===== src/rtl/core_pkg.sv =====
package core_pkg;

   parameter int XLEN = 32;

   // Major opcodes of the supported RV32I subset.
   typedef enum logic [6:0] {
      OP_LUI   = 7'b0110111,
      OP_AUIPC = 7'b0010111,
      OP_JAL   = 7'b1101111,
      OP_JALR  = 7'b1100111,
      OP_IMM   = 7'b0010011,
      OP_REG   = 7'b0110011
   } opcode_e;

   typedef enum logic [1:0] {
      ST_FETCH,   // Waiting for the instruction bus ack.
      ST_DECODE,  // One cycle on the latched word.
      ST_EXEC,    // 32 serial bit cycles.
      ST_HALT     // Misaligned jump seen.
   } seq_state_e;

endpackage


===== src/rtl/core_if.sv =====
interface seq_if;

   logic                              pc_en;
   logic [$clog2(core_pkg::XLEN)-1:0] cnt;
   logic                              cnt2;
   logic                              cnt12to31;
   logic                              cnt_done;

   modport seq (
      output pc_en,
      output cnt,
      output cnt2,
      output cnt12to31,
      output cnt_done
   );

   modport user (
      input pc_en,
      input cnt,
      input cnt2,
      input cnt12to31,
      input cnt_done
   );

endinterface

interface ctrl_if;

   logic       jump;
   logic       jal_or_jalr;
   logic       utype;
   logic       pc_rel;
   logic       imm;        // Serial immediate, LSB first.
   logic       use_imm;
   logic       rd_en;
   logic [4:0] rd_addr;
   logic [4:0] rs1_addr;
   logic [4:0] rs2_addr;

   modport dec (
      output jump, jal_or_jalr, utype, pc_rel, imm, use_imm,
      output rd_en, rd_addr, rs1_addr, rs2_addr
   );

   modport exe (
      input jump, jal_or_jalr, utype, pc_rel, imm, use_imm,
      input rd_en, rd_addr, rs1_addr, rs2_addr
   );

endinterface


===== src/rtl/core_sequencer.sv =====
module core_sequencer (
   input  logic clk,
   input  logic i_rst_n,
   input  logic i_ibus_ack,
   input  logic i_bad_pc,
   input  logic i_jump,
   output logic o_fault,
   seq_if.seq   seq
);

   localparam int CNT_W = $clog2(core_pkg::XLEN);

   core_pkg::seq_state_e state;
   logic [CNT_W-1:0]     cnt;
   logic                 pc_en_r;
   logic                 last_bit;

   assign last_bit = (cnt == '1);

   always_ff @(posedge clk) begin
      if (!i_rst_n) begin
         state   <= core_pkg::ST_FETCH;
         cnt     <= '0;
         pc_en_r <= 1'b0;
         o_fault <= 1'b0;
      end else begin
         case (state)
            core_pkg::ST_FETCH: begin
               if (i_ibus_ack) begin
                  state <= core_pkg::ST_DECODE;
               end
            end
            core_pkg::ST_DECODE: begin
               state   <= core_pkg::ST_EXEC;
               pc_en_r <= 1'b1;
            end
            core_pkg::ST_EXEC: begin
               cnt <= cnt + 1'b1;                        // Wraps to 0 after bit 31.
               if (cnt == CNT_W'(1) && i_jump && i_bad_pc) begin
                  o_fault <= 1'b1;                       // Target bit 1 set.
               end
               if (last_bit) begin
                  pc_en_r <= 1'b0;
                  state   <= o_fault ? core_pkg::ST_HALT : core_pkg::ST_FETCH;
               end
            end
            default: begin
               state <= core_pkg::ST_HALT;               // Held until reset.
            end
         endcase
      end
   end

   assign seq.pc_en     = pc_en_r;
   assign seq.cnt       = cnt;
   assign seq.cnt2      = pc_en_r & (cnt == CNT_W'(2));
   assign seq.cnt12to31 = pc_en_r & (cnt >= CNT_W'(12));
   assign seq.cnt_done  = pc_en_r & last_bit;

   a_pc_en_exec: assert property (
      @(posedge clk) disable iff (!i_rst_n)
      seq.pc_en |-> (state == core_pkg::ST_EXEC)
   );

   // Fault is sticky until the next reset.
   a_fault_sticky: assert property (
      @(posedge clk) $fell(o_fault) |-> !$past(i_rst_n)
   );

endmodule


===== src/rtl/instr_decode.sv =====
module instr_decode (
   input  logic                      clk,
   input  logic                      i_rst_n,
   input  logic                      i_ibus_ack,
   input  logic [core_pkg::XLEN-1:0] i_ibus_rdt,
   seq_if.user                       seq,
   ctrl_if.dec                       ctrl
);

   localparam int XLEN = core_pkg::XLEN;

   logic [XLEN-1:0]    instr_r;
   logic [XLEN-1:0]    imm_r;
   logic [XLEN-1:0]    imm_next;
   core_pkg::opcode_e  opcode;
   logic [2:0]         funct3;
   logic [6:0]         funct7;
   logic               is_lui;
   logic               is_auipc;
   logic               is_jal;
   logic               is_jalr;
   logic               is_addi;
   logic               is_add;

   always_ff @(posedge clk) begin
      if (i_ibus_ack) begin
         instr_r <= i_ibus_rdt;
      end
   end

   // Immediate by format of the incoming word.
   always_comb begin
      case (core_pkg::opcode_e'(i_ibus_rdt[6:0]))
         core_pkg::OP_LUI, core_pkg::OP_AUIPC: begin
            imm_next = {i_ibus_rdt[31:12], 12'b0};
         end
         core_pkg::OP_JAL: begin
            imm_next = {{12{i_ibus_rdt[31]}}, i_ibus_rdt[19:12], i_ibus_rdt[20],
                        i_ibus_rdt[30:21], 1'b0};
         end
         default: begin
            imm_next = {{20{i_ibus_rdt[31]}}, i_ibus_rdt[31:20]};
         end
      endcase
   end

   always_ff @(posedge clk) begin
      if (i_ibus_ack) begin
         imm_r <= imm_next;
      end else if (seq.pc_en) begin
         imm_r <= {imm_r[XLEN-1], imm_r[XLEN-1:1]};     // Top bit held as sign.
      end
   end

   assign opcode = core_pkg::opcode_e'(instr_r[6:0]);
   assign funct3 = instr_r[14:12];
   assign funct7 = instr_r[31:25];

   always_comb begin
      is_lui   = 1'b0;
      is_auipc = 1'b0;
      is_jal   = 1'b0;
      is_jalr  = 1'b0;
      is_addi  = 1'b0;
      is_add   = 1'b0;
      case (opcode)
         core_pkg::OP_LUI:   is_lui   = 1'b1;
         core_pkg::OP_AUIPC: is_auipc = 1'b1;
         core_pkg::OP_JAL:   is_jal   = 1'b1;
         core_pkg::OP_JALR:  is_jalr  = (funct3 == 3'b000);
         core_pkg::OP_IMM:   is_addi  = (funct3 == 3'b000);
         core_pkg::OP_REG:   is_add   = (funct3 == 3'b000) && (funct7 == 7'b0);
         default: ;                                      // Anything else is a no-op.
      endcase
   end

   assign ctrl.jump        = is_jal | is_jalr;
   assign ctrl.jal_or_jalr = is_jal | is_jalr;
   assign ctrl.utype       = is_lui | is_auipc;
   assign ctrl.pc_rel      = !(is_lui | is_jalr);
   assign ctrl.imm         = imm_r[0];
   assign ctrl.use_imm     = !is_add;
   assign ctrl.rd_addr     = instr_r[11:7];
   assign ctrl.rs1_addr    = instr_r[19:15];
   assign ctrl.rs2_addr    = instr_r[24:20];
   assign ctrl.rd_en       = (is_lui | is_auipc | is_jal | is_jalr | is_addi | is_add) &&
                             (instr_r[11:7] != 5'd0);

   // No new word is loaded while the immediate is shifting out.
   a_imm_shift: assert property (
      @(posedge clk) disable iff (!i_rst_n)
      seq.pc_en |-> !i_ibus_ack
   );

endmodule


===== src/rtl/pc_ctrl.sv =====
module pc_ctrl #(
   parameter logic [core_pkg::XLEN-1:0] RESET_PC = '0
) (
   input  logic                      clk,
   input  logic                      i_rst_n,
   seq_if.user                       seq,
   ctrl_if.exe                       ctrl,
   input  logic                      i_buf,
   input  logic                      i_ibus_ack,
   input  logic                      i_fault,
   output logic                      o_rd,
   output logic                      o_bad_pc,
   output logic [core_pkg::XLEN-1:0] o_ibus_adr,
   output logic                      o_ibus_cyc_en
);

   logic pc;
   logic new_pc;
   logic pc_plus_4;
   logic pc_plus_4_cy;
   logic pc_plus_4_cy_r;
   logic pc_plus_off;
   logic pc_plus_off_cy;
   logic pc_plus_off_cy_r;
   logic pc_plus_off_al;
   logic off_a;
   logic off_b;
   logic pc_en_q;
   logic rst_q;
   logic en_r;

   assign pc = o_ibus_adr[0];                            // Current PC bit.

   assign {pc_plus_4_cy, pc_plus_4} = pc + seq.cnt2 + pc_plus_4_cy_r;

   // Offset from the U or J immediate, or the ALU sum for JALR.
   assign off_a = ctrl.pc_rel & pc;
   assign off_b = ctrl.utype  ? (ctrl.imm & seq.cnt12to31) :
                  ctrl.pc_rel ? ctrl.imm : i_buf;
   assign {pc_plus_off_cy, pc_plus_off} = off_a + off_b + pc_plus_off_cy_r;

   assign pc_plus_off_al = pc_plus_off & pc_en_q;        // Bit 0 forced low.

   assign new_pc   = ctrl.jump ? pc_plus_off_al : pc_plus_4;
   assign o_rd     = (ctrl.utype & pc_plus_off_al) | (ctrl.jal_or_jalr & pc_plus_4);
   assign o_bad_pc = pc_plus_off_al;

   assign o_ibus_cyc_en = en_r;

   always_ff @(posedge clk) begin
      if (!i_rst_n) begin
         pc_plus_4_cy_r   <= 1'b0;
         pc_plus_off_cy_r <= 1'b0;
         pc_en_q          <= 1'b0;
         o_ibus_adr       <= RESET_PC;
      end else begin
         pc_plus_4_cy_r   <= seq.pc_en & pc_plus_4_cy;
         pc_plus_off_cy_r <= seq.pc_en & pc_plus_off_cy;
         pc_en_q          <= seq.pc_en;
         if (seq.pc_en) begin
            o_ibus_adr <= {new_pc, o_ibus_adr[core_pkg::XLEN-1:1]};
         end
      end
   end

   // Bus cycle enable, armed by reset release and by each finished execute.
   always_ff @(posedge clk) begin
      if (!i_rst_n) begin
         rst_q <= 1'b1;
         en_r  <= 1'b0;
      end else begin
         rst_q <= 1'b0;
         if (rst_q || (seq.cnt_done && !i_fault)) begin
            en_r <= 1'b1;
         end else if (en_r && i_ibus_ack) begin
            en_r <= 1'b0;
         end
      end
   end

endmodule


===== src/rtl/serial_alu.sv =====
module serial_alu (
   input  logic clk,
   input  logic i_rst_n,
   seq_if.user  seq,
   ctrl_if.exe  ctrl,
   input  logic i_rs1,
   input  logic i_rs2,
   input  logic i_pc_rd,
   output logic o_sum,
   output logic o_rd
);

   logic op_b;
   logic cy;
   logic cy_r;

   assign op_b = ctrl.use_imm ? ctrl.imm : i_rs2;
   assign {cy, o_sum} = i_rs1 + op_b + cy_r;

   always_ff @(posedge clk) begin
      if (!i_rst_n) begin
         cy_r <= 1'b0;
      end else begin
         cy_r <= seq.pc_en & cy;                         // Zero again by bit 0.
      end
   end

   // LUI takes the immediate, AUIPC and jumps take the PC result.
   always_comb begin
      if (ctrl.utype && !ctrl.pc_rel) begin
         o_rd = ctrl.imm;
      end else if (ctrl.utype || ctrl.jal_or_jalr) begin
         o_rd = i_pc_rd;
      end else begin
         o_rd = o_sum;
      end
   end

endmodule


===== src/rtl/serial_regfile.sv =====
module serial_regfile (
   input  logic clk,
   seq_if.user  seq,
   ctrl_if.exe  ctrl,
   input  logic i_rd,
   output logic o_rs1,
   output logic o_rs2
);

   logic [core_pkg::XLEN-1:0] regs [32];
   logic                      wr_en;

   // x0 is never stored and reads as zero.
   assign o_rs1 = (ctrl.rs1_addr == 5'd0) ? 1'b0 : regs[ctrl.rs1_addr][seq.cnt];
   assign o_rs2 = (ctrl.rs2_addr == 5'd0) ? 1'b0 : regs[ctrl.rs2_addr][seq.cnt];

   assign wr_en = seq.pc_en && ctrl.rd_en && (ctrl.rd_addr != 5'd0);

   always_ff @(posedge clk) begin
      if (wr_en) begin
         regs[ctrl.rd_addr][seq.cnt] <= i_rd;            // One bit per cycle.
      end
   end

   // The decoder already keeps rd_en low for x0.
   a_no_x0_write: assert property (
      @(posedge clk) (seq.pc_en && ctrl.rd_en) |-> (ctrl.rd_addr != 5'd0)
   );

endmodule


===== src/rtl/core_top.sv =====
module core_top #(
   parameter logic [core_pkg::XLEN-1:0] RESET_PC = '0
) (
   input  logic                      clk,
   input  logic                      i_rst_n,
   input  logic [core_pkg::XLEN-1:0] i_ibus_rdt,
   input  logic                      i_ibus_ack,
   output logic [core_pkg::XLEN-1:0] o_ibus_adr,
   output logic                      o_ibus_cyc,
   output logic                      o_fault
);

   seq_if  seq ();
   ctrl_if ctrl ();

   logic rs1_bit;
   logic rs2_bit;
   logic sum_bit;
   logic alu_rd;
   logic pc_rd;
   logic bad_pc;

   core_sequencer u_seq (
      .clk        (clk),
      .i_rst_n    (i_rst_n),
      .i_ibus_ack (i_ibus_ack),
      .i_bad_pc   (bad_pc),
      .i_jump     (ctrl.jump),
      .o_fault    (o_fault),
      .seq        (seq)
   );

   instr_decode u_dec (
      .clk        (clk),
      .i_rst_n    (i_rst_n),
      .i_ibus_ack (i_ibus_ack),
      .i_ibus_rdt (i_ibus_rdt),
      .seq        (seq),
      .ctrl       (ctrl)
   );

   pc_ctrl #(
      .RESET_PC (RESET_PC)
   ) u_pc (
      .clk           (clk),
      .i_rst_n       (i_rst_n),
      .seq           (seq),
      .ctrl          (ctrl),
      .i_buf         (sum_bit),
      .i_ibus_ack    (i_ibus_ack),
      .i_fault       (o_fault),
      .o_rd          (pc_rd),
      .o_bad_pc      (bad_pc),
      .o_ibus_adr    (o_ibus_adr),
      .o_ibus_cyc_en (o_ibus_cyc)
   );

   serial_alu u_alu (
      .clk     (clk),
      .i_rst_n (i_rst_n),
      .seq     (seq),
      .ctrl    (ctrl),
      .i_rs1   (rs1_bit),
      .i_rs2   (rs2_bit),
      .i_pc_rd (pc_rd),
      .o_sum   (sum_bit),
      .o_rd    (alu_rd)
   );

   serial_regfile u_rf (
      .clk   (clk),
      .seq   (seq),
      .ctrl  (ctrl),
      .i_rd  (alu_rd),
      .o_rs1 (rs1_bit),
      .o_rs2 (rs2_bit)
   );

endmodule


===== config.mk =====
export PLATFORM = sky130hd
export DESIGN_NAME = core_top
export DESIGN_NICKNAME = d
export VERILOG_FILES = /design/src/rtl/core_pkg.sv /design/src/rtl/core_if.sv /design/src/rtl/core_sequencer.sv /design/src/rtl/instr_decode.sv /design/src/rtl/pc_ctrl.sv /design/src/rtl/serial_alu.sv /design/src/rtl/serial_regfile.sv /design/src/rtl/core_top.sv
export SDC_FILE = /design/constraint.sdc
export NUM_CORES = 2
export LEC_CHECK = 0
export BUFFER_PORTS_ARGS = -buffer_cell sky130_fd_sc_hd__buf_4
export CORE_MARGIN = 5
export CORE_UTILIZATION = 45
export DETAILED_ROUTE_END_ITERATION = 6
export PLACE_DENSITY = 0.64
export SYNTH_ARGS = -nofsm -noshare
export SYNTH_HDL_FRONTEND = slang
export SYNTH_SLANG_ARGS = --single-unit
export TNS_END_PERCENT = 5

===== constraint.sdc =====
create_clock -name clk -period 73.5 [get_ports clk]
set_input_delay 7.35 -clock clk [delete_from_list [all_inputs] [get_ports clk]]
set_output_delay 7.35 -clock clk [all_outputs]
set_load 0.01 [all_outputs]

Word level (Yosys, flattened, before mapping):

Memories as Yosys holds them, arrays and structs flattened. A register that Yosys moved wholly into a read port is not among the register bits.
Cells that the tools add are included.

* add/sub/neg operators: 7
* $mul: 0
* divide/modulo/power cells: 0
* $lt $le $gt $ge: 3
* equality and inequality tests: 16
* shift operators: 0
* multiplexer cells: 36
* bitwise logic cells: 19
* reductions and logical operators: 27

Operator list (count)
* $mux 32: 2
* $pmux 31 s2: 1
* $mux 31: 1
* $mux 1: 22
* $eq 7x5->1 const B: 3
* $eq 7x6->1 const B: 3
* $eq 7x7->1 const B: 3
* $and 1x1->1: 11
* $bmux 1 s5: 2
* $logic_and 1x1->1: 10
* $logic_not 5->1: 2
* $mux 5: 2
* $or 1x1->1: 8
* $logic_not 7->1: 1
* $add 1x1->2: 3
* $add 2x1->2: 3
* $lt 5x6->1 const B: 1
* $mux 2: 3
* $pmux 2 s3: 1
* $reduce_and 2->1: 3
* $reduce_bool 2->1: 3
* $add 5x1->5 const B: 1
* $demux 1 s5: 1
* $eq 5x1->1 const B: 1
* other kinds (15): 17

* flip-flop bits (word level): 111
* latch bits: 0
* bits in writable memories: 1024
* memory bits (read-only): 0
* bits of input ports: 35
* output and inout port bits: 34
* logic and storage cells: 123
* memories: 1

Memory list
* u_rf.regs: depth 32, bits a word 32, read ports 2, clocked after memory_dff 2, wr ports 1, RTL line serial_regfile.sv:10 `logic [core_pkg::XLEN-1:0] regs [32];`

Logic depth before layout (Yosys ltp):

* word-level depth: 15
* gate-level depth with buffers: 23
* mapped depth without buffers: 17

Cells and area by module:

Synthesis repeated with hierarchy kept, for this count alone.

* cells, all modules: 4287
* area total of the unflattened synthesis: 57475.1 um2

Modules (own cells, without submodules)
* serial_regfile: instances 1, cells an instance 3882, area an instance 52740.6 um2, seq. area each 30749.5 um2
* instr_decode: instances 1, cells an instance 210, area an instance 2740.1 um2, seq. area each 1921.8 um2
* pc_ctrl: instances 1, cells an instance 131, area an instance 1417.6 um2, seq. area each 740.7 um2
* core_sequencer: instances 1, cells an instance 53, area an instance 480.5 um2, seq. area each 180.2 um2
* serial_alu: instances 1, cells an instance 11, area an instance 96.3 um2, seq. area each 20.0 um2

Worst setup path after synthesis:

No wires, ideal clock.

* path type: reg-to-reg
* start point: register u_seq.cnt[0] (netlist: u_seq.seq.cnt[0])
* end point: memory u_rf.regs[0][0] in the netlist's numbering, data pin
* library setup time: 8149 ps
* arrival time: 41064 ps
* required time: 65351 ps
* path slack: 24287 ps
* stages on the path, launching flop included: 9
* buffers on the path: 2
* clock period less this slack: 49213 ps
* path through: dfxtp_1 -> buf_6 -> inv_1 -> buf_4 -> ha_1 -> and3_1 -> fa_1 -> inv_1 -> o21ai_0

* word-level cells in the longest chain between the ends: 15
* elaborated cells on any way between the ends: 26
* those cells by class: add/sub (6); order compare (1); eq/ne (1); mux (11); bitwise (7)

Ends and longest elaborated chain
* from (decl): RTL line core_sequencer.sv:14 `logic [CNT_W-1:0] cnt;`
* from (signal assigned): RTL line core_sequencer.sv:38 `cnt <= cnt + 1'b1;`
* $bmux 1 s5: RTL line serial_regfile.sv:15 `assign o_rs2 = (ctrl.rs2_addr == 5'd0) ? 1'b0 : regs[ctrl.rs2_addr][seq.cnt];`
* $mux 1 (implied by the code): RTL line serial_regfile.sv:15
* $mux 1: RTL line serial_regfile.sv:15
* $mux 1: RTL line serial_alu.sv:17 `assign op_b = ctrl.use_imm ? ctrl.imm : i_rs2;`
* $add 1x1->2: RTL line serial_alu.sv:18 `assign {cy, o_sum} = i_rs1 + op_b + cy_r;`
* $add 2x1->2: RTL line serial_alu.sv:18
* $mux 1: RTL line pc_ctrl.sv:39 `ctrl.pc_rel ? ctrl.imm : i_buf;`
* $mux 1: RTL line pc_ctrl.sv:38 `assign off_b = ctrl.utype ? (ctrl.imm & seq.cnt12to31) :`
* $add 1x1->2: RTL line pc_ctrl.sv:40 `assign {pc_plus_off_cy, pc_plus_off} = off_a + off_b + pc_plus_off_cy_r;`
* $add 2x1->2: RTL line pc_ctrl.sv:40
* $and 1x1->1: RTL line pc_ctrl.sv:42 `assign pc_plus_off_al = pc_plus_off & pc_en_q;`
* $and 1x1->1: RTL line pc_ctrl.sv:45 `assign o_rd = (ctrl.utype & pc_plus_off_al) | (ctrl.jal_or_jalr & pc_plus_4);`
* $or 1x1->1: RTL line pc_ctrl.sv:45
* $mux 1 *: RTL line serial_alu.sv:32 `end else if (ctrl.utype || ctrl.jal_or_jalr) begin`
* $mux 1 *: RTL line serial_alu.sv:30 `if (ctrl.utype && !ctrl.pc_rel) begin`
* named net alu_rd: RTL line core_top.sv:19 `logic alu_rd;`
* to (decl): RTL line serial_regfile.sv:10

Mark *: on every way through the listed nets, which the timed path passes. The rest lies on a longest branch. The select of a mux whose other input is x is not followed.

==> flow_summary.yaml <==
global_routing:
  grt_pass1_vias: 37500
  wire_length_of_the_first_global_routing_pass_mm: 264
  grt.total_usage_pct: 26.8
  globalRouteOverflowTotal: 0
  antenna_violations_before_repair: 5
  grt_max_degree: 298
sta:
  holdWs_ns: 0.496
  achievable-frequency_ghz: 0.0932
  slew_headroom_pct: 7.07
  slew_viol_final: 0
  period_needed_ns: 10.73
  final.period_utilization_pct: 14.6
  setup-violations-final: 0
  grt_setup_unrepaired: "false"
  finalWorstSetupSlack_ns: 62.77
  worst_clock_skew_ns: 0.0437
  final-hold-violation-count: 0
  worstMarginPinSlew_ns: 1.39
  setup-tns-final_ns: 0
final_layout:
  layout.core_utilization_pct: 49.4
  filler_cell_count: 10900
  area.growth.synth_to_final_pct: 9.42
  layout.nets: 4053
  layout_cell_share_with_drive_strength_beyond_1_pct: 21.5
hold_path:
  worstHoldPathCells: 2
  timing.hold.worst.class: "register to register"
floorplan:
  initial_core_util_pct: 45.2
  die_area_um2: 135000
  die_x_um: 367
  row_count: 131
  floorplan.io_pins: 69
  die_height_um: 367
  design.core.area_um2: 127000
yosys:
  yosysTopAreaCellShare_pct: 56.9
  postSynthCellCount: 4121
  yosys_most_used_dff: "sky130_fd_sc_hd__edfxtp_1"
  synth-warning-count: 0
  yosys.area.top_type: "sky130_fd_sc_hd__edfxtp_1"
  synth-edff-count: 1088
  synthesis.area_um2: 57400
  ys_top_cells_by_area: "sky130_fd_sc_hd__edfxtp_1 57%, sky130_fd_sc_hd__mux4_2 18%, sky130_fd_sc_hd__nor2_1 7.1%"
  number_of_register_bits_inferred_by_synthesis: 1145
  syn_area_per_cell_um2: 13.9
  synth_sequential_area_ratio_pct: 58.9
  synth_cell_types: 78
  async_reset_ff_share_pct: 0
routing:
  wire_per_inst_um: 32.1
  drt_first_iter_violations: 6085
  finalWirelength_mm: 185
  detail_route.vias_per_cell: 6.68
  post-route-drc-count: 0
  via_count: 38600
  dr.pass1.iters: 6
  route.antenna.remaining_nets: 0
critical_path:
  critical_path.max_stage_delay_ns: 0.95
  crit_slowest_cell: "sky130_fd_sc_hd__buf_4"
  crit_path_start_kind: "register"
  timing.setup.critical_path_class: "register to register"
  worst_ep_required_time_ns: 73.87
  timing.critical_path.cells: "buf_4 > buf_4 > buf_4 > mux4_2 > mux4_2 > mux2i_1 > nand2_1 > and3_1 > a31oi_1 > a31oi_1 > o22ai_1 > fa_1 > nor2_1 > a31oi_1 > fa_1 > nor2b_1 > mux2i_1 > o22a_1 > o21ai_4 > buf_4 > buf_12 > buf_4"
  cp-end-kind: "register"
  r2r_worst_path_depth: 22
  critical_path_peak_fanout: 297
  family_of_cells_with_the_greatest_summed_delay_on_the_critical_path: "buffers and inverters"
  cp.depth: 22
  path_common_cell: "sky130_fd_sc_hd__buf_4"
  worst_ep_arrival_time_ns: 11.10
  timing.critical_path.buf_inv: 6
clock_tree:
  numClockSinks: 1145
  cts.repair.resized: 0
  cts_setup_buffers: 0
  post_cts_hold_buffer_count: 0
  clkLatencyLatePin_ns: 0.75
  max-clock-path-buffers: 3
  cts_inserted_buffers: 119
  ctsHtreeMaxLevel: 3
  clk_pin_slew_ns: 0.06
  clock-root-buffer: "sky130_fd_sc_hd__clkbuf_16"
  tritoncts: "built"
placed_design:
  gp_routability_congestion: 0.860
  port-buffer-count: 68
  preCtsSetupSlack_ns: 62.98
  detailedPlacementHpwl_mm: 102
run_status:
  run_status: "finished clean"
pwr:
  p_leak_nw: 19.2
  power-per-cell-area_nw_per_um2: 26.1
  irDropWorstVdd_uv: 30.9
flow_run:
  drv.max_cap_violation_count: 0
-- cell usage in the layout (no fill, tap or decap), types with 14 or more instances in the layout --
cell                        instances
sky130_fd_sc_hd__o21ai_0           39
sky130_fd_sc_hd__mux2_2            23
sky130_fd_sc_hd__mux2i_1          163
sky130_fd_sc_hd__and3_1            14
sky130_fd_sc_hd__nor2_1          1090
sky130_fd_sc_hd__a21oi_1           55
sky130_fd_sc_hd__o211ai_1          16
sky130_fd_sc_hd__clkbuf_16        122
sky130_fd_sc_hd__a211oi_1          24
sky130_fd_sc_hd__clkinv_2          32
sky130_fd_sc_hd__conb_1            32
sky130_fd_sc_hd__edfxtp_1        1088
sky130_fd_sc_hd__nand4_1           27
sky130_fd_sc_hd__nand2_1          160
sky130_fd_sc_hd__o221ai_1          31
sky130_fd_sc_hd__inv_1             25
sky130_fd_sc_hd__mux4_2           464
sky130_fd_sc_hd__nand2_4           18
sky130_fd_sc_hd__nor2b_1           25
sky130_fd_sc_hd__nor3_1            19
sky130_fd_sc_hd__nand3_1           58
sky130_fd_sc_hd__clkbuf_1          22
sky130_fd_sc_hd__a22oi_1           64
sky130_fd_sc_hd__buf_4            144
sky130_fd_sc_hd__clkinv_1          21
sky130_fd_sc_hd__dfxtp_1           45
sky130_fd_sc_hd__o22ai_1           46
-- synth_stat cells, types with 6 or more instances --
cell type	n
sky130_fd_sc_hd__inv_1	28
sky130_fd_sc_hd__nor2b_1	29
sky130_fd_sc_hd__nand4_1	27
sky130_fd_sc_hd__a31oi_1	8
sky130_fd_sc_hd__a211oi_1	24
sky130_fd_sc_hd__nand2b_1	13
sky130_fd_sc_hd__and2_1	13
sky130_fd_sc_hd__o211ai_1	16
sky130_fd_sc_hd__o21ai_0	40
sky130_fd_sc_hd__buf_2	61
sky130_fd_sc_hd__mux2i_1	163
sky130_fd_sc_hd__dfxtp_1	57
sky130_fd_sc_hd__and3_1	14
sky130_fd_sc_hd__buf_6	22
sky130_fd_sc_hd__o22ai_1	46
sky130_fd_sc_hd__or3_1	6
sky130_fd_sc_hd__nor2_1	1093
sky130_fd_sc_hd__a21oi_1	55
sky130_fd_sc_hd__o2bb2ai_1	11
sky130_fd_sc_hd__a22oi_1	64
sky130_fd_sc_hd__nor4_1	8
sky130_fd_sc_hd__a221oi_1	8
sky130_fd_sc_hd__nand2_1	191
sky130_fd_sc_hd__nor3_1	19
sky130_fd_sc_hd__a2111oi_0	9
sky130_fd_sc_hd__nand3_1	58
sky130_fd_sc_hd__o221ai_1	31
sky130_fd_sc_hd__o2111ai_1	6
sky130_fd_sc_hd__buf_1	12
sky130_fd_sc_hd__buf_8	6
sky130_fd_sc_hd__clkbuf_1	281
sky130_fd_sc_hd__buf_4	26
sky130_fd_sc_hd__mux4_1	13
sky130_fd_sc_hd__edfxtp_1	1088
sky130_fd_sc_hd__mux4_2	464
sky130_fd_sc_hd__mux2_2	23
sky130_fd_sc_hd__a22o_1	6
-- cell type report --
class                           count  area, µm²  share of cell area, %
Inverter                           30        113                  0.179
Multi-Input combinational cell   2565      21800                   34.8
Antenna cell                        4       10.0                 0.0159
Clock inverter                     77        656                   1.04
Timing Repair Buffer              149       1180                   1.88
Tap cell                         1662       2080                   3.31
Sequential cell                  1145      33800                   53.8
Clock buffer                      144       3140                   4.99
-- metal layers --
layer / GRT usage (%) / vias up / part of all wire [%] / routed length, µm
met5: 0 / - / 0.014 / 26
met4: 12.4 / 4 / 5.4 / 9920
met3: 6.80 / 558 / 12 / 22500
met2: 42.5 / 2602 / 46 / 85800
met1: 35.0 / 19900 / 36 / 67000
li1: - / 15500 / - / -
-- path summary, 6_finish.rpt --
check | from | endpoint | slack [ns]
max | register | u_rf.regs[25][15]$_DFFE_PP_ | 62.77
min | u_pc.rst_q$_DFF_P_ | u_pc.o_ibus_cyc_en$_SDFFE_PN0P_ | 0.50
max reg2reg | register | u_rf.regs[25][15]$_DFFE_PP_ | 62.77
min reg2reg | u_pc.rst_q$_DFF_P_ | u_pc.o_ibus_cyc_en$_SDFFE_PN0P_ | 0.50
-- sequential cells by signal, indices dropped and copies added, names as in the netlist, named ones only --
register,flops
u_pc.o_ibus_cyc_en,1
u_pc.o_ibus_adr,32
u_pc.pc_plus_off_cy_r,1
u_pc.pc_en_q,1
u_dec.instr_r,32
u_seq.state,2
u_seq.seq.pc_en,1
u_pc.pc_plus_4_cy_r,1
u_seq.o_fault,1
u_alu.cy_r,1
u_seq.seq.cnt,5
u_rf.regs,1024
u_pc.rst_q,1
u_dec.imm_r,32
-- where the power goes --
group / total [W] / internal (W) / switching, W
logic: 0.000231 / 0.0000710 / 0.000160
registers: 0.000809 / 0.000798 / 0.0000118
clock network: 0.000598 / 0.000335 / 0.000263
-- worst reg2reg max path, stage by stage, from the launching register on --
cell                      delay (ns)
sky130_fd_sc_hd__dfxtp_4        0.75
sky130_fd_sc_hd__buf_4          0.82
sky130_fd_sc_hd__buf_4          0.70
sky130_fd_sc_hd__buf_4          0.65
sky130_fd_sc_hd__mux4_2         0.60
sky130_fd_sc_hd__mux4_2         0.51
sky130_fd_sc_hd__mux2i_1        0.15
sky130_fd_sc_hd__nand2_1        0.08
sky130_fd_sc_hd__and3_1         0.22
sky130_fd_sc_hd__a31oi_1        0.15
sky130_fd_sc_hd__a31oi_1        0.34
sky130_fd_sc_hd__o22ai_1        0.32
sky130_fd_sc_hd__fa_1           0.50
sky130_fd_sc_hd__nor2_1         0.12
sky130_fd_sc_hd__a31oi_1        0.06
sky130_fd_sc_hd__fa_1           0.48
sky130_fd_sc_hd__nor2b_1        0.20
sky130_fd_sc_hd__mux2i_1        0.10
sky130_fd_sc_hd__o22a_1         0.23
sky130_fd_sc_hd__o21ai_4        0.35
sky130_fd_sc_hd__buf_4          0.87
sky130_fd_sc_hd__buf_12         0.72
sky130_fd_sc_hd__buf_4          1.39
-- logic make-up (layout without fill, tap and decap cells) --
family | count (synthesis) | after routing | share of synthesized area (%)
compound gates | 357 | 357 | 4.38
xor+xnor | 3 | 3 | 0.0457
fa+ha+maj | 8 | 8 | 0.213
buf+inv | 442 | 400 | 3.68
flops | 1145 | 1145 | 58.9
mux | 664 | 664 | 22.1
other cells | 1 | 36 | 0.00653
simple gates | 1501 | 1501 | 10.7
-- stage by stage --
step,std cells,power (W),cell area [µm²]
2_1_floorplan,4152,0.00120,57600
3_3_place_gp,5551,0.00105,59100
5_1_grt,5772,0.00168,62900
3_5_place_dp,5551,0.00105,59100
4_1_cts,5772,0.00164,62900
6_report,5776,0.00164,62900
No activity file was read; power rests on OpenSTA's default activity.
